$ cat src/include/ooo_defines.svh
`ifndef OOO_DEFINES_SVH
`define OOO_DEFINES_SVH

// data path
`define XLEN       32

// architectural registers
`define ARCH_REGS  32
`define AREG_W     5

// physical registers, x0 maps to p0 for good
`define PHYS_REGS  64
`define PREG_W     6

// reorder buffer
`define ROB_DEPTH  16
`define ROB_W      4

`endif

$ cat src/hw/ooo_pkg.sv
`default_nettype none

`include "ooo_defines.svh"

package ooo_pkg;

    typedef enum logic [6:0] {
        OPC_OP_IMM = 7'b0010011,
        OPC_OP     = 7'b0110011
    } opcode_e;

    typedef enum logic [2:0] {
        ALU_ADD,
        ALU_SUB,
        ALU_AND,
        ALU_OR,
        ALU_XOR,
        ALU_NOP
    } alu_op_e;

    typedef struct packed {
        logic               valid;
        alu_op_e            op;
        logic               use_imm;
        logic [`AREG_W-1:0] rs1;
        logic [`AREG_W-1:0] rs2;
        logic [`AREG_W-1:0] rd;
        logic [`XLEN-1:0]   imm;   // already sign-extended
    } arch_uop_t;

    typedef struct packed {
        logic               valid;
        alu_op_e            op;
        logic               use_imm;
        logic [`XLEN-1:0]   imm;
        logic [`PREG_W-1:0] prs1;
        logic [`PREG_W-1:0] prs2;
        logic [`PREG_W-1:0] prd;
        logic [`AREG_W-1:0] ard;
        logic [`PREG_W-1:0] old_prd;   // freed when this retires
        logic [`ROB_W-1:0]  tag;
    } phys_uop_t;

    typedef struct packed {
        logic               valid;
        logic [`PREG_W-1:0] prd;
        logic [`ROB_W-1:0]  tag;
        logic [`XLEN-1:0]   value;
    } wb_t;

    typedef struct packed {
        logic               valid;
        logic [`AREG_W-1:0] rd;
        logic [`PREG_W-1:0] old_prd;
        logic [`XLEN-1:0]   value;
    } retire_t;

endpackage

`default_nettype wire

$ cat src/hw/phys_regfile.sv
`timescale 1ns/1ns
`default_nettype none

`include "ooo_defines.svh"

module phys_regfile (
    input  wire logic                   clk,
    input  wire logic                   rstn,
    input  wire logic [1:0][`PREG_W-1:0] src_preg,
    input  ooo_pkg::phys_uop_t          disp,
    input  ooo_pkg::wb_t                wb,
    output logic [1:0]                  src_ready,
    output logic [`XLEN-1:0]            rs1_value,
    output logic [`XLEN-1:0]            rs2_value
);

    logic [`XLEN-1:0]     regs [`PHYS_REGS];
    logic [`PHYS_REGS-1:0] ready;

    assign src_ready[0] = ready[src_preg[0]];
    assign src_ready[1] = ready[src_preg[1]];

    // p0 is never written, so it reads as zero
    assign rs1_value = regs[disp.prs1];
    assign rs2_value = regs[disp.prs2];

    always_ff @(posedge clk or negedge rstn) begin
        if (!rstn) begin
            ready <= '1;
            for (int i = 0; i < `PHYS_REGS; i++)
                regs[i] <= '0;
        end else begin
            if (disp.valid && disp.prd != '0)
                ready[disp.prd] <= 1'b0;   // new producer in flight
            if (wb.valid && wb.prd != '0) begin
                regs[wb.prd]  <= wb.value;
                ready[wb.prd] <= 1'b1;
            end
        end
    end

endmodule

`default_nettype wire

$ cat config.mk
export PLATFORM = sky130hd
export DESIGN_NAME = phys_regfile
export DESIGN_NICKNAME = d
export VERILOG_FILES = /design/src/hw/ooo_pkg.sv /design/src/hw/phys_regfile.sv
export VERILOG_INCLUDE_DIRS = /design/src /design/src/include
export SDC_FILE = /design/constraint.sdc
export NUM_CORES = 2
export LEC_CHECK = 0
export BUFFER_PORTS_ARGS = -buffer_cell sky130_fd_sc_hd__buf_4
export CAP_MARGIN = 5
export CORE_ASPECT_RATIO = 0.5
export CORE_MARGIN = 4
export CORE_UTILIZATION = 50
export CTS_CLUSTER_SIZE = 28
export DETAILED_ROUTE_END_ITERATION = 6
export GPL_TIMING_DRIVEN = 0
export PLACE_DENSITY_LB_ADDON = 0.3
export REMOVE_ABC_BUFFERS = 1
export SETUP_SLACK_MARGIN = 0.02
export SYNTH_ARGS = -nofsm -noshare
export SYNTH_HDL_FRONTEND = slang
export SYNTH_SLANG_ARGS = --single-unit
$ cat constraint.sdc
create_clock -name clk -period 2.1 [get_ports clk]
set_input_delay 0 -clock clk [delete_from_list [all_inputs] [get_ports clk]]
set_output_delay 0 -clock clk [all_outputs]
set_load 0.005 [all_outputs]
==> out/metrics.csv <==
metric;value;unit
fmax;345.6;MHz
unrepaired setup endpoints after global routing;yes;
number of H-tree levels;4;
failing checks;negative hold slack, negative setup slack;
Final #Nets;7436;
Die H;343.3;µm
most frequent cell after synthesis;dfrtp_1;
Remaining Overflow, GRT;0;
r2r worst-path depth;4;
top-area cell type share of the netlist area;45.58;%
Final Util;58.92;%
adder-cell share of the synthesized area;0;%
number of port buffers;137;
Fin Clk Skew;0;ns
Post-synth EDFFs;0;
row count;122;
CTS max path bufs;4;
vias in the first global route;74877;
Post-Syn Area;0.1124;mm²
CORE AREA;0.2224;mm²
pin count of the biggest net entering global routing;182;
Final WS setup;-0.7932;ns
DRC;0;
worst slew pin tran;1.279;ns
sequential share of the synthesized area;47.08;%
CTS Buf Count;203;
Synth warnings;0;
Leakage;56.98;nW
WL/cell;36.47;µm
Final Non-Filler Cells;10438;
first-pass GRT wire length;541.2;mm
outcome;finished with violations;
Hold Fails Final Rpt;653;
largest family of logic cells by synthesized area;multiplexers;
Die X-Extent;678.6;µm
Max Slew Vio Count;0;
Crit. End Element;output port;
Rel. slew slack;14.63;%
Area Overhead vs Synth;16.55;%
TritonCTS clock tree;yes;
Synth Flop Type;dfrtp_1;
critical path class;reg2out;
dpl cells;9788;
antenna viol nets, final;0;
Synth area leader;dfrtp_1;
I/O pin cnt;193;
Tcrit/Tclk final;137.8;%
simple-gate portion of the synthesized area;1.641;%
DIE AREA;0.2330;mm²
DRT iter0 DRCs;9929;
gr usage total;32.03;%
min Tclk post-route;2.893;ns
clk sinks;2112;
Distinct cells, synth;58;
Post-DP HPWL;216.1;mm
power density cells;829.9;mW/mm²
multiplexer area fraction after synthesis;43.58;%
Max Cap Violations;0;
Synth Instances;7345;
clock insertion delay at the later pin of the skew report;0.83;ns
clock tree root driver cell;clkbuf_16;
Final Setup Violations;177;
asr flop ratio synth;100.0;%
share of layout cells above drive strength 1;57.56;%
Synth area leaders;dfrtp_1 46%, mux4_2 20%, mux2_2 20%;
crit path DAT;2.89;ns
Post-Synth XOR/XNOR Area;0;%
initial antenna violation count;3;
clock slew at reported path FFs;0.06;ns
worst hold path type;in2async;
Syn Area/Cell;15.31;µm²
Final GP Congestion;0.8281;
FF+latch count, synth;2112;
Compound-Gate Fraction of Synth Area;3.989;%
routed vias;74218;
Worst Path Required;2.10;ns
commonest cells in the synthesized netlist;2,048 x dfrtp_1, 1,957 x mux2_2, 1,016 x mux4_2;
Vias/cell;7.110;
startpoint types;flop;
final hold slack;-1.070;ns
final wirelength;380.6;mm
Max rail drop VDD;0.6217;mV
peak fanout along the critical path;3;
Starting Density;50.56;%
iteration count of the initial detailed-routing pass;7;
## cell type report
| type | instances | area [µm²] |
|---|---|---|
| Fill cell | 16494 | 91360 |
| Multi-Input combinational cell | 4380 | 58530 |
| Sequential cell | 2112 | 52930 |
| Timing Repair Buffer | 606 | 9230 |
| Clock buffer | 310 | 6082 |
| Tap cell | 2976 | 3724 |
| Clock inverter | 46 | 500.5 |
| Inverter | 6 | 51.30 |
| Antenna cell | 2 | 5.005 |
## power breakdown
part           internal, mW  leakage [nW]  total [mW]  switching [mW]
Sequential             46.2          27.9        50.3            4.02
Combinational          11.6          25.8        20.9            9.25
Clock                  21.1          3.24        37.6            16.5
Total                  79.0          57.0         109            29.8
## cells by family (layout without fill, tap and decap cells)
kind of cell           Yosys count  count (layout)
multiplexers                  3368            3368
other                            0               2
AO/OA/AOI/OAI                  646             646
flip-flops                    2112            2112
buffers and inverters          855             968
AND/OR/NAND/NOR                364             366
## final timing paths
check | startpoint | to | slack (ns)
worst max-delay path | regs[1816]$_DFFE_PN0P_ | rs2_value[24] | -0.79
min in group clk | wb[41] | regs[673]$_DFFE_PN0P_ | 0.06
worst max register to register | ready[31]$_DFF_PN1_ | ready[31]$_DFF_PN1_ | 0.20
max in group asynchronous | rstn | regs[892]$_DFFE_PN0P_ | 0.55
worst min register to register | ready[0]$_DFF_PN1_ | ready[0]$_DFF_PN1_ | 0.38
worst min-delay path | rstn | regs[1098]$_DFFE_PN0P_ | -1.07
## worst max-delay path, stage by stage (launching register included)
cell	delay [ns]
dfrtp_1	0.40
mux4_2	0.52
mux2i_4	0.18
nor2_2	0.07
a311oi_4	0.59
nor3_2	0.13
buf_4	0.17
## routing by layer
| metal | routed length, µm | GRT usage, % |
|---|---|---|
| met4 | 19290 | 13.48 |
| met5 | 0 | 0 |
| met3 | 42340 | 8.736 |
| met2 | 168700 | 47.76 |
| met1 | 150300 | 44.63 |
## stage by stage
step / power, mW / instance area, µm² / hold WS (ns) / setup TNS, ns / worst slack, ns
2_1_floorplan: 61.39 / 108300 / -0.2956 / -458.67 / -0.7285
4_1_cts: 108.0 / 129500 / -1.111 / -269.07 / -0.7242
6_report: 108.8 / 131000 / -1.070 / -94.69 / -0.7932
3_5_place_dp: 69.08 / 117900 / -0.1829 / -1337.15 / -2.527
3_3_place_gp: 68.79 / 113000 / 0.3365 / - / -25.79
5_1_grt: 112.3 / 131000 / -1.098 / -93.31 / -0.7701
## layout by cell type (no fill, tap or decap), types with 21 or more instances in the layout
| cell | instances |
|---|---|
| a311oi_4 | 27 |
| a21oi_2 | 38 |
| mux2_2 | 1955 |
| nor3_2 | 27 |
| nor2_1 | 21 |
| nand3_1 | 21 |
| clkbuf_8 | 43 |
| nor3_1 | 28 |
| o22ai_1 | 24 |
| mux4_2 | 1016 |
| buf_16 | 105 |
| bufbuf_16 | 35 |
| buf_4 | 257 |
| mux2_1 | 74 |
| dfrtp_1 | 2048 |
| clkbuf_1 | 56 |
| o21ai_0 | 112 |
| mux2i_2 | 44 |
| o221ai_2 | 29 |
| clkbuf_16 | 214 |
| mux2i_1 | 261 |
| nor2_4 | 49 |
| a22o_1 | 95 |
| dlygate4sd3_1 | 77 |
| buf_12 | 109 |
| a22oi_1 | 135 |
| dfstp_2 | 64 |
| a21oi_1 | 34 |
| clkinv_2 | 29 |
| nand2_1 | 56 |
| a21oi_4 | 37 |
## repair_timing
| item | CTS | global route |
|---|---|---|
| hold buffers | 74 | 11 |
| hold endpoints to repair | 2575 | 534 |
| setup buffers | 92 | 72 |
| cloned | 41 | 4 |
| resized for setup | 404 | 121 |
| pin swaps | 115 | 85 |
| endpoints found under the setup margin | 350 | 1632 |
## sequential cells by signal, summed over array words and instances (netlist names)
signal  cells
ready      64
regs     2048
Note: power is estimated with default switching activity, not from simulation.
