`config.mk`:
```
export PLATFORM = sky130hd
export DESIGN_NAME = decode
export DESIGN_NICKNAME = d
export VERILOG_FILES = /design/src/hw/ooo_pkg.sv /design/src/hw/decode.sv
export VERILOG_INCLUDE_DIRS = /design/src /design/src/include
export SDC_FILE = /design/constraint.sdc
export NUM_CORES = 1
export LEC_CHECK = 0
export BUFFER_PORTS_ARGS = -buffer_cell sky130_fd_sc_hd__buf_4
export CORE_UTILIZATION = 32
export DETAILED_ROUTE_END_ITERATION = 10
export GPL_TIMING_DRIVEN = 0
export PLACE_DENSITY = 0.9
export SLEW_MARGIN = 20
export SYNTH_ARGS = -nofsm -noshare
export SYNTH_HDL_FRONTEND = slang
export SYNTH_SLANG_ARGS = --single-unit
```
`constraint.sdc`:
```
create_clock -name vclk -period 3.4
set_clock_uncertainty 0.1 [all_clocks]
set_input_delay 0.51 -clock vclk [all_inputs]
set_output_delay 0.51 -clock vclk [all_outputs]
set_load 0.05 [all_outputs]
```
`src/include/ooo_defines.svh`:
```
`ifndef OOO_DEFINES_SVH
`define OOO_DEFINES_SVH

// data path
`define XLEN       32

// architectural registers
`define ARCH_REGS  32
`define AREG_W     5

// physical registers, x0 maps to p0 for good
`define PHYS_REGS  64
`define PREG_W     6

// reorder buffer
`define ROB_DEPTH  16
`define ROB_W      4

`endif

```
`src/hw/ooo_pkg.sv`:
```
`default_nettype none

`include "ooo_defines.svh"

package ooo_pkg;

    typedef enum logic [6:0] {
        OPC_OP_IMM = 7'b0010011,
        OPC_OP     = 7'b0110011
    } opcode_e;

    typedef enum logic [2:0] {
        ALU_ADD,
        ALU_SUB,
        ALU_AND,
        ALU_OR,
        ALU_XOR,
        ALU_NOP
    } alu_op_e;

    typedef struct packed {
        logic               valid;
        alu_op_e            op;
        logic               use_imm;
        logic [`AREG_W-1:0] rs1;
        logic [`AREG_W-1:0] rs2;
        logic [`AREG_W-1:0] rd;
        logic [`XLEN-1:0]   imm;   // already sign-extended
    } arch_uop_t;

    typedef struct packed {
        logic               valid;
        alu_op_e            op;
        logic               use_imm;
        logic [`XLEN-1:0]   imm;
        logic [`PREG_W-1:0] prs1;
        logic [`PREG_W-1:0] prs2;
        logic [`PREG_W-1:0] prd;
        logic [`AREG_W-1:0] ard;
        logic [`PREG_W-1:0] old_prd;   // freed when this retires
        logic [`ROB_W-1:0]  tag;
    } phys_uop_t;

    typedef struct packed {
        logic               valid;
        logic [`PREG_W-1:0] prd;
        logic [`ROB_W-1:0]  tag;
        logic [`XLEN-1:0]   value;
    } wb_t;

    typedef struct packed {
        logic               valid;
        logic [`AREG_W-1:0] rd;
        logic [`PREG_W-1:0] old_prd;
        logic [`XLEN-1:0]   value;
    } retire_t;

endpackage

`default_nettype wire

```
`src/hw/decode.sv`:
```
`timescale 1ns/1ns
`default_nettype none

`include "ooo_defines.svh"

module decode (
    input  wire logic [31:0]       instr,
    input  wire logic              instr_valid,
    output ooo_pkg::arch_uop_t     uop
);

    logic [2:0]         funct3;
    logic [6:0]         funct7;
    logic [`AREG_W-1:0] rd;
    ooo_pkg::alu_op_e   op;
    logic               use_imm;
    logic               writes_reg;

    assign funct3 = instr[14:12];
    assign funct7 = instr[31:25];
    assign rd     = instr[11:7];

    always_comb begin
        op      = ooo_pkg::ALU_NOP;
        use_imm = 1'b0;
        if (instr[6:0] == ooo_pkg::OPC_OP) begin
            case ({funct7, funct3})
                {7'b0000000, 3'b000}: op = ooo_pkg::ALU_ADD;
                {7'b0100000, 3'b000}: op = ooo_pkg::ALU_SUB;
                {7'b0000000, 3'b100}: op = ooo_pkg::ALU_XOR;
                {7'b0000000, 3'b110}: op = ooo_pkg::ALU_OR;
                {7'b0000000, 3'b111}: op = ooo_pkg::ALU_AND;
                default:              op = ooo_pkg::ALU_NOP;
            endcase
        end else if (instr[6:0] == ooo_pkg::OPC_OP_IMM && funct3 == 3'b000) begin
            op      = ooo_pkg::ALU_ADD;   // addi
            use_imm = 1'b1;
        end
    end

    // a write to x0 does nothing, so it goes down as a nop with no sources
    assign writes_reg = (op != ooo_pkg::ALU_NOP) && (rd != '0);

    always_comb begin
        uop.valid   = instr_valid;
        uop.op      = writes_reg ? op : ooo_pkg::ALU_NOP;
        uop.use_imm = writes_reg & use_imm;
        uop.rs1     = writes_reg ? instr[19:15] : '0;
        uop.rs2     = (writes_reg && !use_imm) ? instr[24:20] : '0;   // unused rs2 reads x0
        uop.rd      = writes_reg ? rd : '0;
        uop.imm     = uop.use_imm ? {{20{instr[31]}}, instr[31:20]} : '0;
    end

endmodule

`default_nettype wire

```
==> results of run 1 <==
## path summary, 6_finish.rpt
check / startpoint / end / slack [ns] / cells past startpoint
max: instr[14] / uop[26] / 0.38 / 6
min: instr_valid / uop[51] / 1.17 / 2
## power breakdown
| group | internal (W) | switching (W) |
|---|---|---|
| clock network | 0 | 0 |
| registers | 0 | 0 |
| logic | 0.0000299 | 0.0000186 |
## cells in the mapped netlist
cell type	instances	area, µm²
or4_1	1	7.510
o21ai_1	1	5.000
buf_6	1	11.26
nor4_2	1	12.51
nor3_4	1	16.27
nor4_1	2	12.51
nand4b_1	1	8.760
o41ai_1	1	8.760
mux2i_1	1	10.01
nand2b_1	1	6.260
buf_4	21	157.7
and2_1	17	106.4
nor2_1	2	7.510
nor4b_2	1	15.01
inv_1	1	3.750
o31ai_1	1	7.510
and3_1	11	68.82
nor2_2	1	6.260
nand3_1	4	20.02
o21a_1	1	7.510
or4_4	1	11.26
nand2_1	3	11.26
## critical path: cells and delay by family
kind,cells,cell delay [ns]
and+or+nand+nor,3,1.37
buffers and inverters,3,0.53
## stage by stage
step                instance area (µm²)  utilization  total power (W)  hold WS [ns]
finish                             1172       0.7782       0.00004853         1.175
global route                       1172       0.7782       0.00005299         1.181
CTS                                1172       0.7782       0.00004872         1.176
detailed placement                 1172       0.7782       0.00004853         1.176
global placement                   1172       0.7782       0.00004669         1.176
floorplan                         521.8            -       0.00001301         1.087
## layer usage
layer / up-vias / global-route usage
met5: - / 0
met4: 0 / 0
met3: 0 / 0.03017
met2: 38 / 0.3815
met1: 335 / 0.2865
li1: 410 / -
## layout make-up
cell class	count	area, µm²
Multi-Input combinational cell	52	349.1
Tap cell	16	20.02
Buffer	22	168.9
Timing Repair Buffer	84	630.6
Inverter	1	3.754
Fill cell	122	334.1
## cell families after synthesis
logic type / Yosys count
AOI/OAI and AO/OA: 4
buffers and inverters: 23
muxes: 1
and+or+nand+nor: 47
==> results.ini, run 1 <==
[finish]
insertedDiodeCount=0
areaGrowthSynthToFinish_pct=124.7
design.seq.count=0
sequential_cell_area_um2=0
layout.cells.most_common_list=buf_4, and2_1, and3_1
layout_commonest_cell=buf_4
final_cell_count_no_fill=175
clock_buffer_count=0
finish.net_count=194
drive_gt1_frac=0.6981

[critical_path]
library_cell_appearing_most_often_on_the_critical_path=buf_4
crit_type=input pin to primary output
crit_path_end_kind=primary output
critPathMaxStageDelay_ns=0.57
crit_path_cell_trace=buf_4, or4_4, nor3_4, and2_1, buf_4, buf_4
crit_required_ns=2.79
slowest_stage=and2_1
critical_path_peak_fanout=21
startpoint_type=input pin
cp.arrival_ns=2.41

[synthesis]
post_synth_mux_area_share=0.01918
syn_nets=108
postSynthCellCount=75
synth_fa_ha_area_frac=0
synth_seq_area_share=0
synth_compound_area_frac=0.05516
synth_top_family_by_area=simple AND/OR/NAND/NOR gates
yosys.area_share.xor_xnor=0
count_of_distinct_cell_types_in_the_synthesized_netlist=22
mappedNetlistArea_um2=521.8
yosys.area_share.simple=0.5947
synthesis.yosys.warnings=0
syn_avg_cell_area_um2=6.957

[placement]
placed_cells=175
dpl_worst_slack_ns=0.3701
gp_congestion=0.6759
io_buffers=84
dp_hpwl_um=1753

[global_route]
grt_overflow_total=0
grt_max_degree=22
global_route.usage.total=0.2131
wire_length_of_the_first_global_routing_pass_um=3208
initial_antenna_violation_count=0
number_of_global_route_vias_before_repair=690

[worst_hold_path]
min_path_type=input pin to primary output

[timing]
finalSetupViolations=0
timing.final.ws_setup_ns=0.3776
setup_total_negative_slack_ns=0
final.period_utilization=0.8890
timing_worst_slew_pin_value_ns=0.6353
grt_setup_unrepaired=false
min_period_ns=3.022
timing_hold_violations_final=0
max-slew-margin-rel=0.5765
number_of_pins_with_negative_max_slew_slack_in_the_final_report=0
max_freq_ghz=0.3309

[power]
p_per_area_mw_per_mm2=41.40
ir_drop_mv=0.03143
leakage_nw=0.7180

[floorplan]
die-area_mm2=0.001796
start_util=0.3463
die-width_um=42.38
core_mm2=0.001506
io_pins=85
placementRows=14
die_height_um=42.38

[routing]
first_iter_violations=8
wl_per_cell_um=11.39
highest-signal-layer=met3
finalWirelength_um=1993
drtAntennaViolNets=0
met3_wirelength_um=144
met1_length_um=871
mean_number_of_vias_per_cell=4.474
post-route-drc-count=0
dr_total_vias=783
routed_wl_met2_um=977
drt_pass_1_iters=3

[clock_tree]
postCtsResizedCells=0
post_cts_hold_buffer_count=0
cts_setup_buffers=0

[run_status]
outcome=completed

[job]
maxCapViolCount=0

(Power assumes the default switching activity.)
==> inputs of run 2 (changes only) <==
--- a/config.mk
+++ b/config.mk
@@ -6,11 +6,11 @@
 export SDC_FILE = /design/constraint.sdc
 export NUM_CORES = 1
 export LEC_CHECK = 0
-export BUFFER_PORTS_ARGS = -buffer_cell sky130_fd_sc_hd__buf_4
-export CORE_UTILIZATION = 32
+export CORE_AREA = 2 2 39 41
 export DETAILED_ROUTE_END_ITERATION = 10
+export DIE_AREA = 0 0 41 43
+export DONT_BUFFER_PORTS = 1
 export GPL_TIMING_DRIVEN = 0
-export PLACE_DENSITY = 0.9
 export SLEW_MARGIN = 20
 export SYNTH_ARGS = -nofsm -noshare
 export SYNTH_HDL_FRONTEND = slang
==> run 2 against run 1 <==
  * Global-route usage is 9.0 points lower
  * Critical path depth is 1 lower
  * Worst hold slack worse by 0.087 ns
  * First-iteration DRC count is 25% lower
  * Via count is 34% lower
  * Setup slack better by 0.21 ns
  * Cell area is 53% lower
  * Clock-buffer cell count stayed put
  * Core utilization is 38 points lower
  * Sequential share of layout area stayed put
  * Sequential cell count stayed put
  * Critical endpoint is now uop[12]
  * Largest cell class is now multi-input gates
  * Largest power group unchanged
==> results.ini, run 2 (synthesis results as in run 1) <==
[floorplan]
placementRows=14
io_pins=85
die_height_um=43
start_util=0.3770
core_mm2=0.001384
die-width_um=41
die-area_mm2=0.001763

[timing]
max-slew-margin-rel=0.6351
timing_hold_violations_final=0
finalSetupViolations=0
number_of_pins_with_negative_max_slew_slack_in_the_final_report=0
timing_worst_slew_pin_value_ns=0.5473
max_freq_ghz=0.3559
setup_total_negative_slack_ns=0
final.period_utilization=0.8264
grt_setup_unrepaired=false
min_period_ns=2.810

[finish]
finish.net_count=111
design.seq.count=0
clock_buffer_count=0
drive_gt1_frac=0.3947
postLayoutCoreUtil=0.4024
sequential_cell_area_um2=0
layout.filler_cells=145
insertedDiodeCount=0
layout_commonest_cell=buf_4
layout.cells.most_common_list=buf_4, and2_1, and3_1
areaGrowthSynthToFinish_pct=6.715

[power]
switching_share=0.5840
power.switching_w=0.000008342
leakage_nw=0.2901
pwr-share-seq=0
cell_internal_pwr_w=0.000005942
power.share.combinational=1.000
power.share.clock=0
ir_drop_mv=0.02129
p_per_area_mw_per_mm2=25.66

[placement]
gp_congestion=0.6652
dp_hpwl_um=1054
io_buffers=0

[global_route]
grt_max_degree=22
groute.layer.met1.usage=0.1683
initial_antenna_violation_count=0
grt-busiest-layer=met2
wire_length_of_the_first_global_routing_pass_um=1628
grt_overflow_total=0
global_route.usage.total=0.1230
grtUsageMet3=0.005236
number_of_global_route_vias_before_repair=391
globalRouteMet2Util=0.2156

[critical_path]
crit_type=input pin to primary output
cp.arrival_ns=2.20
crit_path_end_kind=primary output
crit_required_ns=2.79
startpoint_type=input pin
critical_path_peak_fanout=21

[routing]
drtAntennaViolNets=0
wl_per_cell_um=12.91
finalWirelength_um=1188
drt_pass_1_iters=3
mean_number_of_vias_per_cell=5.609
dr_total_vias=516
post-route-drc-count=0
first_iter_violations=6

[clock_tree]
postCtsResizedCells=0
post_cts_hold_buffer_count=0
cts_setup_buffers=0

[worst_hold_path]
min_path_type=input pin to primary output

[run_status]
outcome=completed

[job]
maxCapViolCount=0

-- run 2: cell count changes in the layout (fill, tap and decap cells not counted) --
cell / previous run / this run
buf_4: 105 / 22
and2_1: 17 / 16
and2_2: 0 / 1
nor4_1: 2 / 1
nor4_2: 1 / 2
-- run 2: power groups by stage --
| stage | registers, W | clock network [W] | logic [W] |
|---|---|---|---|
| 6_report | 0 | 0 | 0.0000143 |
| 5_1_grt | 0 | 0 | 0.0000159 |
| 4_1_cts | 0 | 0 | 0.0000144 |
| 3_5_place_dp | 0 | 0 | 0.0000143 |
| 3_3_place_gp | 0 | 0 | 0.0000141 |
| 2_1_floorplan | 0 | 0 | 0.0000130 |
-- run 2: per-layer routing --
metal | vias up | part of all wire
li1 | 244 | -
met1 | 229 | 0.37
met2 | 43 | 0.49
met3 | 0 | 0.13
met4 | 0 | 0
met5 | - | 0
-- run 2: cell type report --
cell class,instances,area [µm²],area share
timing repair buffer,1,7.507,0.01348
inverter,1,3.754,0.006742
tap,16,20.02,0.03596
buffer,22,168.9,0.3034
multi-input combinational,52,356.6,0.6404
-- run 2: through the flow --
step	setup slack [ns]	cells	hold slack [ns]	total power, W	instance area, µm²
after global routing	0.3975	92	1.089	0.00001585	556.8
after detailed placement	0.1772	92	1.088	0.00001434	555.5
after floorplan	0.2049	75	1.087	0.00001301	521.8
after global placement	0.08137	91	1.088	0.00001408	541.8
final	0.5901	92	1.088	0.00001428	556.8
after CTS	0.1721	92	1.088	0.00001444	555.5
-- run 2: worst paths after layout --
path	start	endpoint	slack, ns	cells after the start
max	instr[3]	uop[12]	0.59	5
min	instr_valid	uop[51]	1.09	1
-- run 2: worst max-delay path, stage by stage --
cell	delay [ns]
nor4b_2	0.28
nand3_1	0.27
nor3_4	0.29
and2_2	0.54
buf_4	0.30
