$ cat src/include/ooo_defines.svh
`ifndef OOO_DEFINES_SVH
`define OOO_DEFINES_SVH

// data path
`define XLEN       32

// architectural registers
`define ARCH_REGS  32
`define AREG_W     5

// physical registers, x0 maps to p0 for good
`define PHYS_REGS  64
`define PREG_W     6

// reorder buffer
`define ROB_DEPTH  16
`define ROB_W      4

`endif

$ cat src/hw/ooo_pkg.sv
`default_nettype none

`include "ooo_defines.svh"

package ooo_pkg;

    typedef enum logic [6:0] {
        OPC_OP_IMM = 7'b0010011,
        OPC_OP     = 7'b0110011
    } opcode_e;

    typedef enum logic [2:0] {
        ALU_ADD,
        ALU_SUB,
        ALU_AND,
        ALU_OR,
        ALU_XOR,
        ALU_NOP
    } alu_op_e;

    typedef struct packed {
        logic               valid;
        alu_op_e            op;
        logic               use_imm;
        logic [`AREG_W-1:0] rs1;
        logic [`AREG_W-1:0] rs2;
        logic [`AREG_W-1:0] rd;
        logic [`XLEN-1:0]   imm;   // already sign-extended
    } arch_uop_t;

    typedef struct packed {
        logic               valid;
        alu_op_e            op;
        logic               use_imm;
        logic [`XLEN-1:0]   imm;
        logic [`PREG_W-1:0] prs1;
        logic [`PREG_W-1:0] prs2;
        logic [`PREG_W-1:0] prd;
        logic [`AREG_W-1:0] ard;
        logic [`PREG_W-1:0] old_prd;   // freed when this retires
        logic [`ROB_W-1:0]  tag;
    } phys_uop_t;

    typedef struct packed {
        logic               valid;
        logic [`PREG_W-1:0] prd;
        logic [`ROB_W-1:0]  tag;
        logic [`XLEN-1:0]   value;
    } wb_t;

    typedef struct packed {
        logic               valid;
        logic [`AREG_W-1:0] rd;
        logic [`PREG_W-1:0] old_prd;
        logic [`XLEN-1:0]   value;
    } retire_t;

endpackage

`default_nettype wire

$ cat src/hw/reorder_buffer.sv
`timescale 1ns/1ns
`default_nettype none

`include "ooo_defines.svh"

module reorder_buffer (
    input  wire logic              clk,
    input  wire logic              rstn,
    input  ooo_pkg::phys_uop_t     disp,
    input  ooo_pkg::wb_t           wb,
    output logic                   rob_full,
    output logic [`ROB_W-1:0]      rob_tag,
    output ooo_pkg::retire_t       retire
);

    logic [`AREG_W-1:0]   ent_rd    [`ROB_DEPTH];
    logic [`PREG_W-1:0]   ent_old   [`ROB_DEPTH];
    logic [`XLEN-1:0]     ent_value [`ROB_DEPTH];
    logic [`ROB_DEPTH-1:0] ent_done;

    logic [`ROB_W-1:0] head;
    logic [`ROB_W-1:0] tail;
    logic [`ROB_W:0]   count;
    logic              do_retire;

    logic               ret_valid;
    logic [`AREG_W-1:0] ret_rd;
    logic [`PREG_W-1:0] ret_old;
    logic [`XLEN-1:0]   ret_value;

    assign rob_full  = (count == (`ROB_W+1)'(`ROB_DEPTH));
    assign rob_tag   = tail;
    assign do_retire = (count != '0) && ent_done[head];   // in order, head only

    always_ff @(posedge clk or negedge rstn) begin
        if (!rstn) begin
            head      <= '0;
            tail      <= '0;
            count     <= '0;
            ent_done  <= '0;
            ret_valid <= 1'b0;
        end else begin
            if (disp.valid) begin
                ent_done[tail] <= 1'b0;
                tail           <= tail + 1'b1;
            end
            if (wb.valid)
                ent_done[wb.tag] <= 1'b1;
            if (do_retire)
                head <= head + 1'b1;
            if (disp.valid && !do_retire)
                count <= count + 1'b1;
            else if (do_retire && !disp.valid)
                count <= count - 1'b1;
            ret_valid <= do_retire;   // one-cycle pulse
        end
    end

    always_ff @(posedge clk) begin
        if (disp.valid) begin
            ent_rd[tail]  <= disp.ard;
            ent_old[tail] <= disp.old_prd;
        end
        if (wb.valid)
            ent_value[wb.tag] <= wb.value;
        if (do_retire) begin
            ret_rd    <= ent_rd[head];
            ret_old   <= ent_old[head];
            ret_value <= ent_value[head];
        end
    end

    assign retire.valid   = ret_valid;
    assign retire.rd      = ret_rd;
    assign retire.old_prd = ret_old;
    assign retire.value   = ret_value;

endmodule

`default_nettype wire

$ cat config.mk
export PLATFORM = sky130hd
export DESIGN_NAME = reorder_buffer
export DESIGN_NICKNAME = d
export VERILOG_FILES = /design/src/hw/ooo_pkg.sv /design/src/hw/reorder_buffer.sv
export VERILOG_INCLUDE_DIRS = /design/src /design/src/include
export SDC_FILE = /design/constraint.sdc
export NUM_CORES = 1
export LEC_CHECK = 0
export BUFFER_PORTS_ARGS = -buffer_cell sky130_fd_sc_hd__buf_2
export CAP_MARGIN = 30
export CORE_MARGIN = 1
export CORE_UTILIZATION = 55
export CTS_CLUSTER_SIZE = 12
export DETAILED_ROUTE_END_ITERATION = 16
export PLACE_DENSITY = 0.73
export SETUP_SLACK_MARGIN = 0.02
export SYNTH_ARGS = -nofsm -noshare
export SYNTH_HDL_FRONTEND = slang
export SYNTH_SLANG_ARGS = --single-unit
$ cat constraint.sdc
create_clock -name clk -period 4.9 [get_ports clk]
set_input_delay 0.49 -clock clk [delete_from_list [all_inputs] [get_ports clk]]
set_output_delay 0.49 -clock clk [all_outputs]
set_load 0.1 [all_outputs]
==> results.md, run 1 <==
* Outcome: complete, no violations
* Family with the most delay on the worst path: multiplexers
* Power Density at 605 nW/um2
* Drt wl/cell at around 29 um
* Max Slew Vio Count at 0
* Mapped Area at slightly below 30000 um2
* # resized after CTS at 0
* TritonCTS Buffers at 75
* Filler cell count in the final layout at 3397
* Measured slew at the worst slew-check pin at 1.01 ns
* DR iter-0 viols at 1192
* Die Footprint at 53300 um2
* Adder-cell share of the synthesized area at 0.460%
* Final hold violation count at 0
* Reg-to-reg endpoint: count[4]
* Ys async rst share at 3.94%
* Mean Syn Cell Area at 24.6 um2
* Clock root buffer: clkbuf_16
* Area share of and/or/nand/nor cells after synthesis at 1.06%
* Final Non-Filler Cells at a little over 2000
* Met3 usage at 4.92%
* # port buffers at 99
* Crit start category: flip-flop
* Post-synth cell types at 44
* Worst Hold End: rob_tag[0]
* Grt peak-use layer: met2
* Syn. warnings at 0
* Initial antenna violation count at 6
* I/O pin cnt at 164
* Worst R2R Path Depth at 13
* Largest family of logic cells by synthesized area: multiplexers
* Critical Path Sink Type: flip-flop
* Share of cells above drive strength 1 at about a third
* # rows at 83
* Post-Syn Nets at 1298
* Core area at just over 50000 um2
* Grt ovf at 0
* CTS max path bufs at 3
* DR vias/cell at 6.32
* Critical path buffers and inverters at 2
* Placer Congestion at 0.742
* Met2 Track Usage GR at about 39%
* Post-route core utilization at a little over three fifths
* Pre-antenna DRT Iters at 7
* Largest net degree at the start of global routing at 120
* DP Area at ~30000 um2
* Net switching power figure at around 6400 uW
* Chip Height at 231 um
* HP Class: input port to flip-flop
* DP HPWL at 30600 um
* Setup bufs post-CTS at 0
* Fraction of the mapped netlist area in compound gates at 0.686%
* Crit-path max FO at 30
* Leakage Power at ~0.010 uW
* Worst-path clk slew at 0.06 ns
* Crit path largest cell delay at 0.80 ns
* Flop pwr share at between 40 and 50%
* Vias in the first global route at 13500
* Setup-failing EPs final at 0
* Via count at 12900
* First-pass GRT wire length at 88100 um
* Worst hold start: disp[69]
* Most frequent cells in the layout: 731 x edfxtp_1, 217 x mux4_2, 99 x buf_2, 79 x clkbuf_16, 28 x clkbuf_1
* Tot GR Track Use at 23.4%
* Synth Area in XOR/XNOR at 0.274%
* CP Cell Sequence: mux2_2 -> mux4_2 -> nand2_2 -> a21oi_4 -> inv_1 -> ha_1 -> inv_1 -> ha_1 -> nor2b_1 -> o21a_1 -> or3_1 -> a21oi_1 -> xor2_1
* WHS Path Cells at 2
* Switching Fraction at 32.6%
* Total Wirelength at 60000 um
* H-tree levels at 3
* Worst R2R Setup Slack at 1.27 ns
* CTS sink count at 761
* RSZ-0062 raised after global routing: false
* Die width at 231 um
* Peak Freq at 276 MHz
* Critical R2R Launch: head[0]
* Worst path required time at 5.43 ns
* Mux cell area share after synthesis at 17.2%
* Critical path's slowest cell: dfrtp_4
* DRC errors left at 0
* Min Tclk post-route at roughly 3.6 ns
* DP Cell Count at 1928
* Final antenna-violating net count at 0
* Nets at 1451
* WS Path Type: flip-flop to flip-flop
* Final instance area at 32500 um2
* Met1 usage in global routing at a little under a third
* Skew final at 0.0205 ns
* Gate power share at 30.9%
* Clk pwr share at 26.5%
* Number of synthesized flops with an enable pin at 731
* Sequential fraction of the synthesis area at 78.8%
* Initial Utilization at 55.9%
* Max IR drop VDD at 608 uV
* Hold buffers post-CTS at 1
* TritonCTS clock tree: done
* Power Internal at 13300 uW
* Ys flop type: edfxtp_1
* Critical Path AT at 4.16 ns
* Commonest non-fill, non-tap cell in the layout: edfxtp_1
* Relative slew margins at 32.5%
* P&R area growth vs syn at 12.7%
* Setup_tns at 0 ns
* # Max-Cap Violations at 0
* Seq cells post-synth at 761
* Final Cycle Share at 74.0%
* Gate Count Post-Synth at 1173
* Worst-Skew Late Latency at 0.61 ns
## how the worst max path moves through the flow
stage | startpoint | endpoint | cells after the start
after floorplan | head[0] | count[4] | 15
after global placement | head[0] | count[4] | 13
after detailed placement | head[0] | count[4] | 13
after CTS | head[0] | count[4] | 13
after global routing | head[0] | count[4] | 13
final | head[0] | count[4] | 13
## power by group through the flow
stage	combinational, uW	sequential [uW]	clock (uW)
2_1_floorplan	3590	9730	0
3_3_place_gp	6040	8480	0
3_5_place_dp	6110	8500	0
4_1_cts	6160	8380	5270
5_1_grt	6390	8440	5490
6_report	6070	8370	5200
## stage by stage
stage                     worst slack, ns  hold WS, ns  power [uW]
after floorplan                     0.603        0.194       13300
after global placement               1.29        0.457       14500
after detailed placement             1.29        0.464       14600
after CTS                            1.25        0.207       19800
after global routing                 1.03        0.251       20300
final                                1.27        0.217       19600
## sequential cells by signal (all words and copies together) (netlist names)
name       count
count          5
ent_value    512
ent_done      16
ent_old       96
rob_tag        4
ent_rd        80
ret_value     32
ret_rd         5
ret_old        6
ret_valid      1
head           4
## layout make-up
class | count | area (um2) | share of cell area (%)
Antenna cell | 2 | 5.00 | 0.0154
Clock buffer | 107 | 2080 | 6.41
Clock inverter | 6 | 56.3 | 0.173
Inverter | 24 | 90.1 | 0.277
Multi-Input combinational cell | 332 | 5800 | 17.9
Sequential cell | 761 | 22700 | 69.9
Tap cell | 680 | 851 | 2.62
Timing Repair Buffer | 132 | 878 | 2.70
## Yosys cell counts, types with 2 or more instances
master	count	share of area [%]
xor2_1	6	0.18
dfrtp_1	30	2.6
mux4_2	217	17
buf_2	9	0.16
nand2b_1	2	0.043
ha_1	9	0.39
nand2_1	12	0.16
buf_1	11	0.14
mux2_1	3	0.12
mux2i_1	2	0.069
inv_1	24	0.31
nor3_1	4	0.069
o21ai_0	4	0.069
clkbuf_1	19	0.25
nor2_1	14	0.18
o22ai_1	12	0.26
a21oi_1	2	0.035
nor2b_1	2	0.043
xnor2_1	3	0.091
edfxtp_1	731	76
a21o_1	5	0.13
nand3b_1	2	0.052
and2_1	13	0.28
buf_6	16	0.63
nand3_1	2	0.035
## metal layers
metal | part of all wire [%] | wire length [um] | vias to the layer above
met4 | 2.6 | 1560 | 8
met1 | 38 | 22900 | 6906
met2 | 51 | 30800 | 596
met5 | 0.068 | 41 | -
met3 | 7.8 | 4650 | 118
li1 | - | - | 5289
## kinds of logic after synthesis
logic type,count (synthesis)
flops,761
mux,224
buf+inv,80
simple gates,59
compound gates,30
fa+ha+maj,10
xor+xnor,9
(Power assumes the default switching activity.)
==> run 2, diff against run 1 <==
PLACE_DENSITY = 0.76   (was 0.73)
clock period = 3.3 ns   (was 4.9 ns; I/O delays follow)
==> run 2 against run 1 <==
Cell count grew 0.20%. Total power is 49% higher. Core utilization is essentially flat. Hold slack worse by 0.17 ns. First-iteration DRC count increased by 22%. Largest power group unchanged. Highest routed layer unchanged.
==> results.md, run 2 (synthesis gave the netlist of run 1 again) <==
* Outcome: complete, no violations
* Crit path largest cell delay at 0.53 ns (-0.27 ns)
* Setup-failing EPs final at 0 (unchanged)
* Crit start category: flip-flop
* Grt ovf at 0 (unchanged)
* Initial Utilization at 55.9% (unchanged)
* CP Cell Sequence: mux2_1 -> mux4_2 -> nand2_2 -> a21oi_4 -> inv_1 -> ha_2 -> inv_2 -> ha_4 -> nor2b_1 -> o21a_1 -> or3_1 -> a21oi_2 -> xor2_1
* Placer Congestion at 0.753 (+1.4%)
* CTS max path bufs at 3 (unchanged)
* Worst path required time at 3.83 ns (-1.60 ns)
* # rows at 83 (unchanged)
* Die width at 231 um (unchanged)
* Critical path buffers and inverters at 2 (unchanged)
* Min Tclk post-route at 3.15 ns (-0.478 ns)
* Measured slew at the worst slew-check pin at 1.03 ns (+0.0149 ns)
* DR iter-0 viols at 1451 (+22%)
* Largest registers: ent_value: 512 flops, ent_old: 96 flops, ent_rd: 80 flops
* Max IR drop VDD at 1180 uV (+94%)
* Family with the most delay on the worst path: multiplexers
* Most flops, register: ent_value
* Largest net degree at the start of global routing at 140 (+17%)
* # resized after CTS at 0 (unchanged)
* Leakage Power at 0.0105 uW (about the same)
* Crit-path max FO at 6 (-80%)
* Filler cell count in the final layout at 3302 (-2.8%)
* Drt wl/cell at 29.5 um (+0.50%)
* Final antenna-violating net count at 0 (unchanged)
* Setup ws final at 0.150 ns (-1.12 ns)
* DR vias/cell at 6.33 (+0.23%)
* Critical Path AT at 3.68 ns (-0.48 ns)
* DP Area at 30300 um2 (about the same)
* Die Footprint at 53300 um2 (unchanged)
* TritonCTS clock tree: done
* Relative slew margins at 31.6% (-0.99 points)
* DP Cell Count at 1928 (unchanged)
* HP Class: input port to flip-flop
* Power Density at 901 nW/um2 (+49%)
* Critical path's slowest cell: mux4_2
* Worst R2R Setup Slack at 0.15 ns (-1.12 ns)
* # Max-Cap Violations at 0 (unchanged)
* Max Slew Vio Count at 0 (unchanged)
* RSZ-0062 raised after global routing: false
* WS Path Type: flip-flop to flip-flop
* Final instance area at 32500 um2 (about the same)
* Critical Path Sink Type: flip-flop
* H-tree levels at 3 (unchanged)
* Total Power at 29300 uW (+49%)
* Core area at 51500 um2 (unchanged)
* Total Wirelength at 60400 um (+0.70%)
* Skew final at 0.0234 ns (+0.00292 ns)
* Share of cells above drive strength 1 at 34.4% (+0.93 points)
* CTS sink count at 761 (unchanged)
* Commonest non-fill, non-tap cell in the layout: edfxtp_1
* Initial antenna violation count at 7 (+1)
* I/O pin cnt at 164 (unchanged)
* TritonCTS Buffers at 76 (+1.3%)
* DRC errors left at 0 (unchanged)
* Peak Freq at 317 MHz (+15%)
* Worst-Skew Late Latency at 0.62 ns (about the same)
* Vias in the first global route at 13700 (+1.4%)
* Clock root buffer: clkbuf_16
* Most frequent cells in the layout: 731 x edfxtp_1, 217 x mux4_2, 99 x buf_2, 77 x clkbuf_16, 29 x buf_4
* DP HPWL at 29400 um (-3.9%)
* Nets at 1454 (+0.21%)
* Setup_tns at 0 ns (unchanged)
* Via count at 13000 (+0.43%)
* Max reg flops at 512 (unchanged)
* Tot GR Track Use at 23.5% (+0.11 points)
* First-pass GRT wire length at 88700 um (+0.74%)
* Final hold violation count at 0 (unchanged)
* Chip Height at 231 um (unchanged)
* P&R area growth vs syn at 12.7% (about the same)
* # port buffers at 99 (unchanged)
* Pre-antenna DRT Iters at 5 (-2)
* Worst-path clk slew at 0.06 ns (about the same)
* Final Cycle Share at 95.5% (+21 points)
* Placement Setup Slack at 0.128 ns (-1.16 ns)
* Final Non-Filler Cells at 2048 (+0.20%)
run 2: worst paths after layout:
check / startpoint / end / depth (start not counted)
max: head[0] / count[4] / 13
min: disp[69] / rob_tag[0] / 2
max reg2reg: head[0] / count[4] / 13
min reg2reg: ent_done[8] / ent_done[8] / 1
max in group asynchronous: rstn / head[2] / 2
min in group asynchronous: rstn / ret_valid / 2
run 2: per-layer routing:
layer	wire length, um	global-route usage, %
met5	53	0
met4	1560	9.19
met3	5020	5.34
met2	30600	38.0
met1	23100	31.3
run 2: what timing repair did:
action,CTS,global route
hold buffers,1,0
hold endpoints to repair,30,0
setup endpoints to repair,0,1
buffers inserted,0,2
run 2: per-stage QoR:
stage | utilization, % | hold WS (ns)
2_1_floorplan | - | 0.0344
6_report | 63.1 | 0.0483
3_3_place_gp | 58.8 | 0.397
4_1_cts | 63.0 | 0.0349
3_5_place_dp | 58.8 | 0.414
5_1_grt | 63.1 | 0.0688
run 2: area by class of cell:
class	count	area (um2)	area share [%]
Antenna cell	5	12.5	0.0385
Clock buffer	97	2000	6.16
Clock inverter	15	146	0.451
Inverter	24	90.1	0.277
Multi-Input combinational cell	332	5860	18.0
Sequential cell	761	22700	69.9
Tap cell	680	851	2.62
Timing Repair Buffer	134	808	2.49
run 2: where the power goes:
part           total, uW  switching (uW)  internal, uW
Clock               7690            3420          4270
Combinational       9380            5830          3550
Sequential         12200             384         11800
