<file path="src/include/ooo_defines.svh">
`ifndef OOO_DEFINES_SVH
`define OOO_DEFINES_SVH

// data path
`define XLEN       32

// architectural registers
`define ARCH_REGS  32
`define AREG_W     5

// physical registers, x0 maps to p0 for good
`define PHYS_REGS  64
`define PREG_W     6

// reorder buffer
`define ROB_DEPTH  16
`define ROB_W      4

`endif

</file>
<file path="src/hw/ooo_pkg.sv">
`default_nettype none

`include "ooo_defines.svh"

package ooo_pkg;

    typedef enum logic [6:0] {
        OPC_OP_IMM = 7'b0010011,
        OPC_OP     = 7'b0110011
    } opcode_e;

    typedef enum logic [2:0] {
        ALU_ADD,
        ALU_SUB,
        ALU_AND,
        ALU_OR,
        ALU_XOR,
        ALU_NOP
    } alu_op_e;

    typedef struct packed {
        logic               valid;
        alu_op_e            op;
        logic               use_imm;
        logic [`AREG_W-1:0] rs1;
        logic [`AREG_W-1:0] rs2;
        logic [`AREG_W-1:0] rd;
        logic [`XLEN-1:0]   imm;   // already sign-extended
    } arch_uop_t;

    typedef struct packed {
        logic               valid;
        alu_op_e            op;
        logic               use_imm;
        logic [`XLEN-1:0]   imm;
        logic [`PREG_W-1:0] prs1;
        logic [`PREG_W-1:0] prs2;
        logic [`PREG_W-1:0] prd;
        logic [`AREG_W-1:0] ard;
        logic [`PREG_W-1:0] old_prd;   // freed when this retires
        logic [`ROB_W-1:0]  tag;
    } phys_uop_t;

    typedef struct packed {
        logic               valid;
        logic [`PREG_W-1:0] prd;
        logic [`ROB_W-1:0]  tag;
        logic [`XLEN-1:0]   value;
    } wb_t;

    typedef struct packed {
        logic               valid;
        logic [`AREG_W-1:0] rd;
        logic [`PREG_W-1:0] old_prd;
        logic [`XLEN-1:0]   value;
    } retire_t;

endpackage

`default_nettype wire

</file>
<file path="src/hw/rename.sv">
`timescale 1ns/1ns
`default_nettype none

`include "ooo_defines.svh"

module rename (
    input  wire logic                        clk,
    input  wire logic                        rstn,
    input  ooo_pkg::arch_uop_t               uop_in,
    input  wire logic [1:0]                  src_ready,
    input  wire logic                        rob_full,
    input  wire logic [`ROB_W-1:0]           rob_tag,
    input  ooo_pkg::retire_t                 retire,
    output logic                             stall,
    output ooo_pkg::phys_uop_t               uop_out,
    output logic [1:0][`PREG_W-1:0]          src_preg
);

    logic [`PREG_W-1:0] map_table [`ARCH_REGS];
    logic [`PREG_W-1:0] free_list [`ARCH_REGS];
    logic [`AREG_W-1:0] fl_head;
    logic [`AREG_W-1:0] fl_tail;
    logic [`AREG_W:0]   fl_count;

    ooo_pkg::phys_uop_t pend;   // renamed, waiting for its operands
    logic               pend_valid;

    logic go;
    logic accept;
    logic alloc;
    logic release_reg;

    assign go          = pend_valid & ~rob_full & src_ready[0] & src_ready[1];
    // only depends on held state, never on the incoming word
    assign stall       = (pend_valid & ~go) | (fl_count == '0);
    assign accept      = uop_in.valid & ~stall;
    assign alloc       = accept & (uop_in.rd != '0);
    assign release_reg = retire.valid & (retire.rd != '0);

    assign src_preg[0] = pend.prs1;
    assign src_preg[1] = pend.prs2;

    always_comb begin
        uop_out       = pend;
        uop_out.valid = go;
        uop_out.tag   = rob_tag;   // tail entry of the rob
    end

    always_ff @(posedge clk or negedge rstn) begin
        if (!rstn) begin
            pend_valid <= 1'b0;
            fl_head    <= '0;
            fl_tail    <= '0;
            fl_count   <= (`AREG_W+1)'(`ARCH_REGS);
            for (int i = 0; i < `ARCH_REGS; i++) begin
                map_table[i] <= `PREG_W'(i);
                free_list[i] <= `PREG_W'(`ARCH_REGS + i);
            end
        end else begin
            if (accept)
                pend_valid <= 1'b1;
            else if (go)
                pend_valid <= 1'b0;
            if (alloc) begin
                map_table[uop_in.rd] <= free_list[fl_head];
                fl_head              <= fl_head + 1'b1;
            end
            if (release_reg) begin
                free_list[fl_tail] <= retire.old_prd;
                fl_tail            <= fl_tail + 1'b1;
            end
            if (alloc && !release_reg)
                fl_count <= fl_count - 1'b1;
            else if (release_reg && !alloc)
                fl_count <= fl_count + 1'b1;
        end
    end

    // sources read the map before this instruction's own rd update
    always_ff @(posedge clk) begin
        if (accept) begin
            pend.valid   <= 1'b1;
            pend.op      <= uop_in.op;
            pend.use_imm <= uop_in.use_imm;
            pend.imm     <= uop_in.imm;
            pend.prs1    <= map_table[uop_in.rs1];
            pend.prs2    <= map_table[uop_in.rs2];
            pend.prd     <= alloc ? free_list[fl_head] : '0;
            pend.ard     <= uop_in.rd;
            pend.old_prd <= map_table[uop_in.rd];
            pend.tag     <= '0;
        end
    end

endmodule

`default_nettype wire

</file>
<file path="config.mk">
export PLATFORM = sky130hd
export DESIGN_NAME = rename
export DESIGN_NICKNAME = d
export VERILOG_FILES = /design/src/hw/ooo_pkg.sv /design/src/hw/rename.sv
export VERILOG_INCLUDE_DIRS = /design/src /design/src/include
export SDC_FILE = /design/constraint.sdc
export NUM_CORES = 1
export LEC_CHECK = 0
export ABC_AREA = 1
export BUFFER_PORTS_ARGS = -buffer_cell sky130_fd_sc_hd__buf_2
export CORE_ASPECT_RATIO = 1.4
export CORE_MARGIN = 1
export CORE_UTILIZATION = 56
export CTS_CLUSTER_SIZE = 14
export DETAILED_ROUTE_END_ITERATION = 8
export PLACE_DENSITY = 0.82
export SYNTH_ARGS = -nofsm -noshare
export SYNTH_HDL_FRONTEND = slang
export SYNTH_SLANG_ARGS = --single-unit
</file>
<file path="constraint.sdc">
create_clock -name clk -period 4.5 [get_ports clk]
set_input_delay 0.9 -clock clk [delete_from_list [all_inputs] [get_ports clk]]
set_output_delay 0.9 -clock clk [all_outputs]
set_load 0.01 [all_outputs]
</file>
==> results of run 1 <==
==> stage by stage <==
stage | cell area (µm²) | std cells | total power [µW] | util (%)
after floorplan | 25600 | 3492 | 12500 | -
after global placement | 26500 | 4046 | 14500 | 58.6
after detailed placement | 26500 | 4046 | 14700 | 58.6
after CTS | 28000 | 4131 | 18800 | 62.1
after global routing | 28000 | 4131 | 20100 | 62.1
final | 28000 | 4131 | 19000 | 62.1
==> registers in the layout (all words and copies together), names as in the netlist <==
signal and flops:
fl_head 5, free_list 192, map_table 192, src_preg 12, uop_out 53, fl_count 6
fl_tail 5, pend_valid 1
==> worst max-delay path: cells and delay by family (launching register included) <==
kind	cells	cell delay [ns]
buffers and inverters	3	1.25
DFF	1	0.58
and+or+nand+nor	8	1.59
==> synthesized netlist by cell type <==
library cell,instances,area (µm²)
sky130_fd_sc_hd__nand3_1,606,3030
sky130_fd_sc_hd__nor2_2,19,119
sky130_fd_sc_hd__buf_2,95,475
sky130_fd_sc_hd__inv_1,134,503
sky130_fd_sc_hd__nor2_1,83,312
sky130_fd_sc_hd__nand2_2,1,6.26
sky130_fd_sc_hd__o21ai_0,206,1030
sky130_fd_sc_hd__nand2_1,1510,5670
sky130_fd_sc_hd__nor2_4,12,135
sky130_fd_sc_hd__nor3_4,3,48.8
sky130_fd_sc_hd__nor3_1,2,10.0
sky130_fd_sc_hd__buf_4,28,210
sky130_fd_sc_hd__o21a_1,12,90.1
sky130_fd_sc_hd__a22oi_1,96,721
sky130_fd_sc_hd__buf_1,23,86.3
sky130_fd_sc_hd__nand4_1,2,12.5
sky130_fd_sc_hd__dfrtp_1,208,5200
sky130_fd_sc_hd__clkbuf_1,102,383
sky130_fd_sc_hd__inv_2,28,105
sky130_fd_sc_hd__o21bai_1,1,7.51
sky130_fd_sc_hd__o21ai_1,2,10.0
sky130_fd_sc_hd__xor2_1,7,61.3
sky130_fd_sc_hd__buf_6,3,33.8
sky130_fd_sc_hd__nand4_4,1,21.3
sky130_fd_sc_hd__o21ai_2,2,17.5
sky130_fd_sc_hd__ha_1,8,100
sky130_fd_sc_hd__clkbuf_2,1,5.00
sky130_fd_sc_hd__nand4_2,1,12.5
sky130_fd_sc_hd__dfstp_2,193,5070
sky130_fd_sc_hd__clkinv_1,7,26.3
sky130_fd_sc_hd__edfxtp_1,65,1950
sky130_fd_sc_hd__a21oi_1,26,130
sky130_fd_sc_hd__o22ai_1,1,6.26
sky130_fd_sc_hd__nor3b_1,1,7.51
sky130_fd_sc_hd__nor3_2,1,10.0
sky130_fd_sc_hd__xnor2_1,2,17.5
==> layer usage <==
layer | GRT usage, % | share of wire, % | vias up
li1 | - | - | 11300
met1 | 42.2 | 36 | 11200
met2 | 55.8 | 47 | 1583
met3 | 4.98 | 10 | 373
met4 | 22.7 | 7.1 | 0
met5 | 0 | 0 | -
==> logic make-up after synthesis <==
logic type      after synthesis
xor+xnor                      9
simple gates               2242
buf+inv                     421
compound gates              346
flops                       466
fa+ha+maj                     8
==> placed cells by master, fill, tap and decap left out, types with 3 or more instances in the layout <==
cell                        synthesis  layout
sky130_fd_sc_hd__o21a_1            12      12
sky130_fd_sc_hd__nor3_4             3       3
sky130_fd_sc_hd__inv_2             28      30
sky130_fd_sc_hd__clkbuf_1         102      13
sky130_fd_sc_hd__clkinv_1           7       6
sky130_fd_sc_hd__clkinv_2           0       6
sky130_fd_sc_hd__buf_4             28      41
sky130_fd_sc_hd__clkbuf_16          0      48
sky130_fd_sc_hd__nor2_2            19      19
sky130_fd_sc_hd__bufinv_16          0       4
sky130_fd_sc_hd__dfstp_2          193     193
sky130_fd_sc_hd__dfrtp_1          208     207
sky130_fd_sc_hd__edfxtp_1          65      65
sky130_fd_sc_hd__xor2_1             7       7
sky130_fd_sc_hd__a22oi_1           96      96
sky130_fd_sc_hd__nand3_1          606     606
sky130_fd_sc_hd__nand2_1         1510    1510
sky130_fd_sc_hd__nor2_4            12      16
sky130_fd_sc_hd__ha_1               8       8
sky130_fd_sc_hd__o21ai_0          206     206
sky130_fd_sc_hd__a21oi_1           26      26
sky130_fd_sc_hd__inv_1            134     134
sky130_fd_sc_hd__buf_2             95     145
sky130_fd_sc_hd__clkbuf_8           0       9
sky130_fd_sc_hd__buf_12             0       8
sky130_fd_sc_hd__nor2_1            83      79
==> power breakdown <==
group,switching [µW],total (µW),internal (µW)
clock network,1680,4020,2340
registers,1430,7990,6560
logic,4800,6950,2150
==> path summary, 6_finish.rpt <==
check,start,end,slack (ns),cells after the start
worst min register to register,map_table[189],map_table[189],0.43,0
worst max-delay path,fl_head[0],map_table[77],0.99,11
worst min-delay path,rstn,map_table[147],0.33,1
max in group asynchronous,rstn,free_list[156],3.11,2
min in group clk,map_table[189],map_table[189],0.43,0
worst max register to register,fl_head[0],map_table[77],0.99,11
==> cell type report <==
cell class	count	area, µm²	area share [%]
clock buffers	70	1370	4.90
clock inverters	15	186	0.665
inverters	169	634	2.26
multi-input cells	2605	11600	41.5
flip-flops and latches	466	12200	43.6
well taps	611	764	2.73
repair buffers	195	1210	4.31
==> results.sh, run 1 <==
export IMPL_routed_via_count=24500
export IMPL_synth_warnings=0
export IMPL_cts_clk_slew_worst_paths_ns=0.07
export IMPL_top_fanout_value_on_the_critical_path=38
export IMPL_maximum_number_of_pins_on_one_net_before_global_route_repair=102
export IMPL_route_detailed_drc=0
export IMPL_die_area_um2=46700
export IMPL_cts_root_buffer="sky130_fd_sc_hd__clkbuf_16"
export IMPL_tightestPinTransition_ns=1.26
export IMPL_totalNegativeSetupSlack_ns=0
export IMPL_crit_path_start_kind="register"
export IMPL_place_congestion=1.00
export IMPL_final_period_utilization_pct=78.0
export IMPL_hold_buffers=0
export IMPL_power_density_nw_per_um2=676
export IMPL_cts_sinks=466
export IMPL_gr_total_overflow=0
export IMPL_dp_hpwl_mm=48.3
export IMPL_tritoncts_clock_tree="built"
export IMPL_xor_xnor_share_of_the_synthesized_area_pct=0.307
export IMPL_maximum_operating_frequency_ghz=0.285
export IMPL_hold_class="input port to async pin"
export IMPL_dieWidth_um=183
export IMPL_finalSetupViolations=0
export IMPL_final_max_slew_viol_count=0
export IMPL_end_kind="register"
export IMPL_synth_top_family_by_area="simple AND/OR/NAND/NOR gates"
export IMPL_drive_above_1_share_pct=15.2
export IMPL_buffer_ports_inserted=147
export IMPL_timing_slew_headroom_pct=15.6
export IMPL_avgViaCountPerCell=5.93
export IMPL_number_of_optimization_iterations_in_the_first_detailed_route_pass=7
export IMPL_synthesized_area_per_cell_um2=7.34
export IMPL_crit_chain="inv_2, buf_4, nand2_1, nand2_1, nand2_1, nand3_1, nand3_1, nand2_1, buf_4, nand3_1, nand2_1"
export IMPL_peakVddDrop_uv=474
export IMPL_syn_cell_area_um2=25600
export IMPL_floorplan_core_area_um2=45100
export IMPL_run_status="finished, final reports clean"
export IMPL_grt_setup_unrepaired="false"
export IMPL_cts_buffers=46
export IMPL_critical_path_rt_ns=5.03
export IMPL_hold_slack_ns=0.327
export IMPL_first_iter_violations=3303
export IMPL_maxCapViolCount=0
export IMPL_grt_pass1_vias=22800
export IMPL_final_setup_skew_ns=0.0369
export IMPL_netlist_instances=3492
export IMPL_synth_adder_area_share_pct=0.390
export IMPL_grt_antenna_before_repair=0
export IMPL_initial_core_utilization_pct=56.8
export IMPL_route_detailed_wl_per_inst_um=19.0
export IMPL_cp_common_cell="sky130_fd_sc_hd__nand2_1"
export IMPL_cts_setup_buffers=0
export IMPL_grt_first_pass_wirelength_mm=124
export IMPL_synth_area_in_compound_gates_pct=7.85
export IMPL_route_antenna_remaining_nets=0
export IMPL_htree_levels=2
export IMPL_critical_path_class="register to register"
export IMPL_finalWorstPathRequiredPeriod_ns=3.51
export IMPL_groute_usage_overall_pct=34.1
export IMPL_synth_seq_cells=466
export IMPL_proportion_of_synthesized_area_in_mux_cells_pct=0
export IMPL_die_h_um=255
export IMPL_synth_seq_area_share_pct=47.7
export IMPL_clkLatencyLatePin_ns=0.60
export IMPL_worst_path_largest_cell_delay_ns=0.93
export IMPL_antennaDiodeCount=0
export IMPL_place_worst_setup_slack_ns=1.12
export IMPL_cpMaxStageDelayCell="sky130_fd_sc_hd__nand2_1"
export IMPL_data_arrival_time_at_the_worst_slack_endpoint_ns=4.03
export IMPL_fillCellCount=4032
export IMPL_wl_mm=78.7
export IMPL_floorplan_io_pins=188
export IMPL_synth_simple_area_share_pct=36.6
export IMPL_mappedNetlistNets=3605
export IMPL_hold_viol=0
export IMPL_placementRows=92
export IMPL_synthToLayoutAreaGrowth_pct=9.28
export IMPL_cts_repair_resize_count=0
export IMPL_final_critical_path_setup_slack_ns=0.991
export IMPL_cts_max_path_buffers=3
export IMPL_yosys_cell_types_count=36
export IMPL_leakage_uw=0.0130
export IMPL_nNetsFinal=3596
Power figures use the tool's default switching activity.
==> inputs of run 2 (changes only) <==
clock period = 3.3 ns   (was 4.5 ns; I/O delays follow)
==> run 2 against run 1 <==
Cell count increased by 0.68%. Non-clock buffer count rose by 26. Flip-flop and latch count unchanged. Critical endpoint is now map_table[57]. Routed wire length grew 0.98%. Count of clock-buffer cells in the layout fell by 2. Clock power rose by 37%. Die area unchanged. Design area rose by 1.2%. Fmax up 35%.
==> results.sh, run 2 (synthesis gave the netlist of run 1 again) <==
export IMPL_timing_slew_headroom_pct=27.6
export IMPL_cts_clk_slew_worst_paths_ns=0.06
export IMPL_route_antenna_remaining_nets=0
export IMPL_internal_power_uw=15300
export IMPL_buffer_ports_inserted=147
export IMPL_total_switching_power_uw=10900
export IMPL_gr_total_overflow=0
export IMPL_maximum_operating_frequency_ghz=0.383
export IMPL_placementRows=92
export IMPL_groute_usage_overall_pct=34.4
export IMPL_grt_setup_unrepaired="false"
export IMPL_power_share_switching_pct=41.7
export IMPL_final_util_pct=62.9
export IMPL_finalNonFillerCells=4159
export IMPL_maxCapViolCount=0
export IMPL_multiInputGateArea_um2=11600
export IMPL_critical_path_class="register to register"
export IMPL_cts_max_path_buffers=3
export IMPL_hold_buffers=0
export IMPL_hold_viol=0
export IMPL_tritoncts_clock_tree="built"
export IMPL_cpMaxStageDelayCell="sky130_fd_sc_hd__dfrtp_2"
export IMPL_final_period_utilization_pct=79.0
export IMPL_place_congestion=0.977
export IMPL_finalSetupViolations=0
export IMPL_worst_path_buf_inv=3
export IMPL_crit_path_start_kind="register"
export IMPL_final_max_slew_viol_count=0
export IMPL_cpLargestDelayFamily="buffers and inverters"
export IMPL_hold_class="input port to async pin"
export IMPL_power_share_clock_pct=21.1
export IMPL_first_iter_violations=2840
export IMPL_initial_core_utilization_pct=56.8
export IMPL_die_h_um=255
export IMPL_final_setup_skew_ns=0.0197
export IMPL_placed_cell_area_um2=26800
export IMPL_grt_pass1_vias=23500
export IMPL_end_kind="register"
export IMPL_peakVddDrop_uv=842
export IMPL_combinationalPowerShare_pct=37.5
export IMPL_layout_area_seq_um2=12200
export IMPL_totalNegativeSetupSlack_ns=0
export IMPL_cts_repair_resize_count=0
export IMPL_htree_levels=2
export IMPL_leakage_uw=0.0132
export IMPL_dp_hpwl_mm=49.6
export IMPL_crit_chain="inv_2, buf_4, nand2_1, nand2_1, nand2_1, nand3_1, nand3_1, nand2_1, buf_4, nand3_1, nand2_1"
export IMPL_antennaDiodeCount=0
export IMPL_routed_via_count=24700
export IMPL_top_fanout_value_on_the_critical_path=28
export IMPL_worst_path_largest_cell_delay_ns=0.43
export IMPL_power_sequential_fraction_pct=41.4
export IMPL_route_detailed_wl_per_inst_um=19.1
export IMPL_critical_path_rt_ns=3.81
export IMPL_floorplan_io_pins=188
export IMPL_layout_commonest_cell="sky130_fd_sc_hd__nand2_1"
export IMPL_maximum_number_of_pins_on_one_net_before_global_route_repair=104
export IMPL_power_density_nw_per_um2=922
export IMPL_grt_antenna_before_repair=0
export IMPL_post_route_cell_area_um2=28400
export IMPL_floorplan_core_area_um2=45100
export IMPL_data_arrival_time_at_the_worst_slack_endpoint_ns=3.12
export IMPL_nNetsFinal=3623
export IMPL_grt_first_pass_wirelength_mm=126
export IMPL_dp_cells=4072
export IMPL_fillCellCount=3985
export IMPL_cts_setup_buffers=0
export IMPL_clkLatencyLatePin_ns=0.59
export IMPL_layout_common_cells="sky130_fd_sc_hd__nand2_1 (1510), sky130_fd_sc_hd__nand3_1 (606), sky130_fd_sc_hd__dfrtp_1 (207)"
export IMPL_route_detailed_drc=0
export IMPL_dieWidth_um=183
export IMPL_cts_root_buffer="sky130_fd_sc_hd__clkbuf_16"
export IMPL_cts_sinks=466
export IMPL_drive_above_1_share_pct=16.0
export IMPL_run_status="finished, final reports clean"
export IMPL_number_of_optimization_iterations_in_the_first_detailed_route_pass=9
export IMPL_finalWorstPathRequiredPeriod_ns=2.61
export IMPL_die_area_um2=46700
export IMPL_cp_common_cell="sky130_fd_sc_hd__nand2_1"
export IMPL_synthToLayoutAreaGrowth_pct=10.6
export IMPL_avgViaCountPerCell=5.95
export IMPL_wl_mm=79.4
export IMPL_cts_buffers=47
export IMPL_tightestPinTransition_ns=1.08
## run 2: cell types whose count changed in the layout (fill, tap and decap cells not counted), moves of 2 or more
cell / change
sky130_fd_sc_hd__clkbuf_1: -7
sky130_fd_sc_hd__bufinv_16: -2
sky130_fd_sc_hd__buf_12: +9
sky130_fd_sc_hd__buf_4: +17
sky130_fd_sc_hd__clkinv_2: +2
sky130_fd_sc_hd__clkinv_1: +3
sky130_fd_sc_hd__clkbuf_8: +4
## run 2: worst register-to-register path: stages, from the launching register on
cell,delay [ns]
sky130_fd_sc_hd__dfrtp_2,0.43
sky130_fd_sc_hd__inv_2,0.31
sky130_fd_sc_hd__buf_4,0.40
sky130_fd_sc_hd__nand2_1,0.10
sky130_fd_sc_hd__nand2_1,0.09
sky130_fd_sc_hd__nand2_1,0.05
sky130_fd_sc_hd__nand3_1,0.14
sky130_fd_sc_hd__nand3_1,0.08
sky130_fd_sc_hd__nand2_1,0.35
sky130_fd_sc_hd__buf_4,0.35
sky130_fd_sc_hd__nand3_1,0.13
sky130_fd_sc_hd__nand2_1,0.10
## run 2: worst paths after layout
kind	start	end	slack, ns	cells after the start
max reg2reg	fl_head[0]	map_table[57]	0.69	11
max in group asynchronous	rstn	free_list[95]	2.39	2
min in group clk	uop_in[19]	uop_out[52]	0.25	1
max	fl_head[0]	map_table[57]	0.69	11
min reg2reg	map_table[187]	map_table[187]	0.43	0
min	rstn	map_table[159]	0.03	1
## run 2: final cells by class
cell class / count / area share (%)
Clock buffer: 68 / 5.03
Clock inverter: 19 / 0.574
Inverter: 169 / 2.24
Multi-Input combinational cell: 2605 / 41.0
Sequential cell: 466 / 43.1
Tap cell: 611 / 2.70
Timing Repair Buffer: 221 / 5.35
## run 2: power groups by stage
stage | Combinational [µW] | Clock, µW | Sequential (µW)
floorplan | 6690 | 0 | 10300
global placement | 9280 | 0 | 10800
detailed placement | 9510 | 0 | 10800
CTS | 9590 | 5550 | 10800
global route | 10800 | 5760 | 11100
finish | 9810 | 5510 | 10800
## run 2: per-layer routing
layer  share of wire, %  up-vias  global-route usage, %
met5                  0        -                      0
met4                7.6        0                   24.0
met3                 10      424                   6.20
met2                 46     1532                   56.4
met1                 36    11500                   41.3
li1                   -    11300                      -
## run 2: through the flow
step | hold slack (ns) | setup WS [ns] | total power (µW)
detailed placement | 0.413 | 0.397 | 20300
CTS | 0.0354 | 0.745 | 25900
floorplan | 0.364 | 0.0470 | 17000
global route | 0.0555 | 0.493 | 27700
global placement | 0.412 | 0.405 | 20000
finish | 0.0291 | 0.692 | 26100
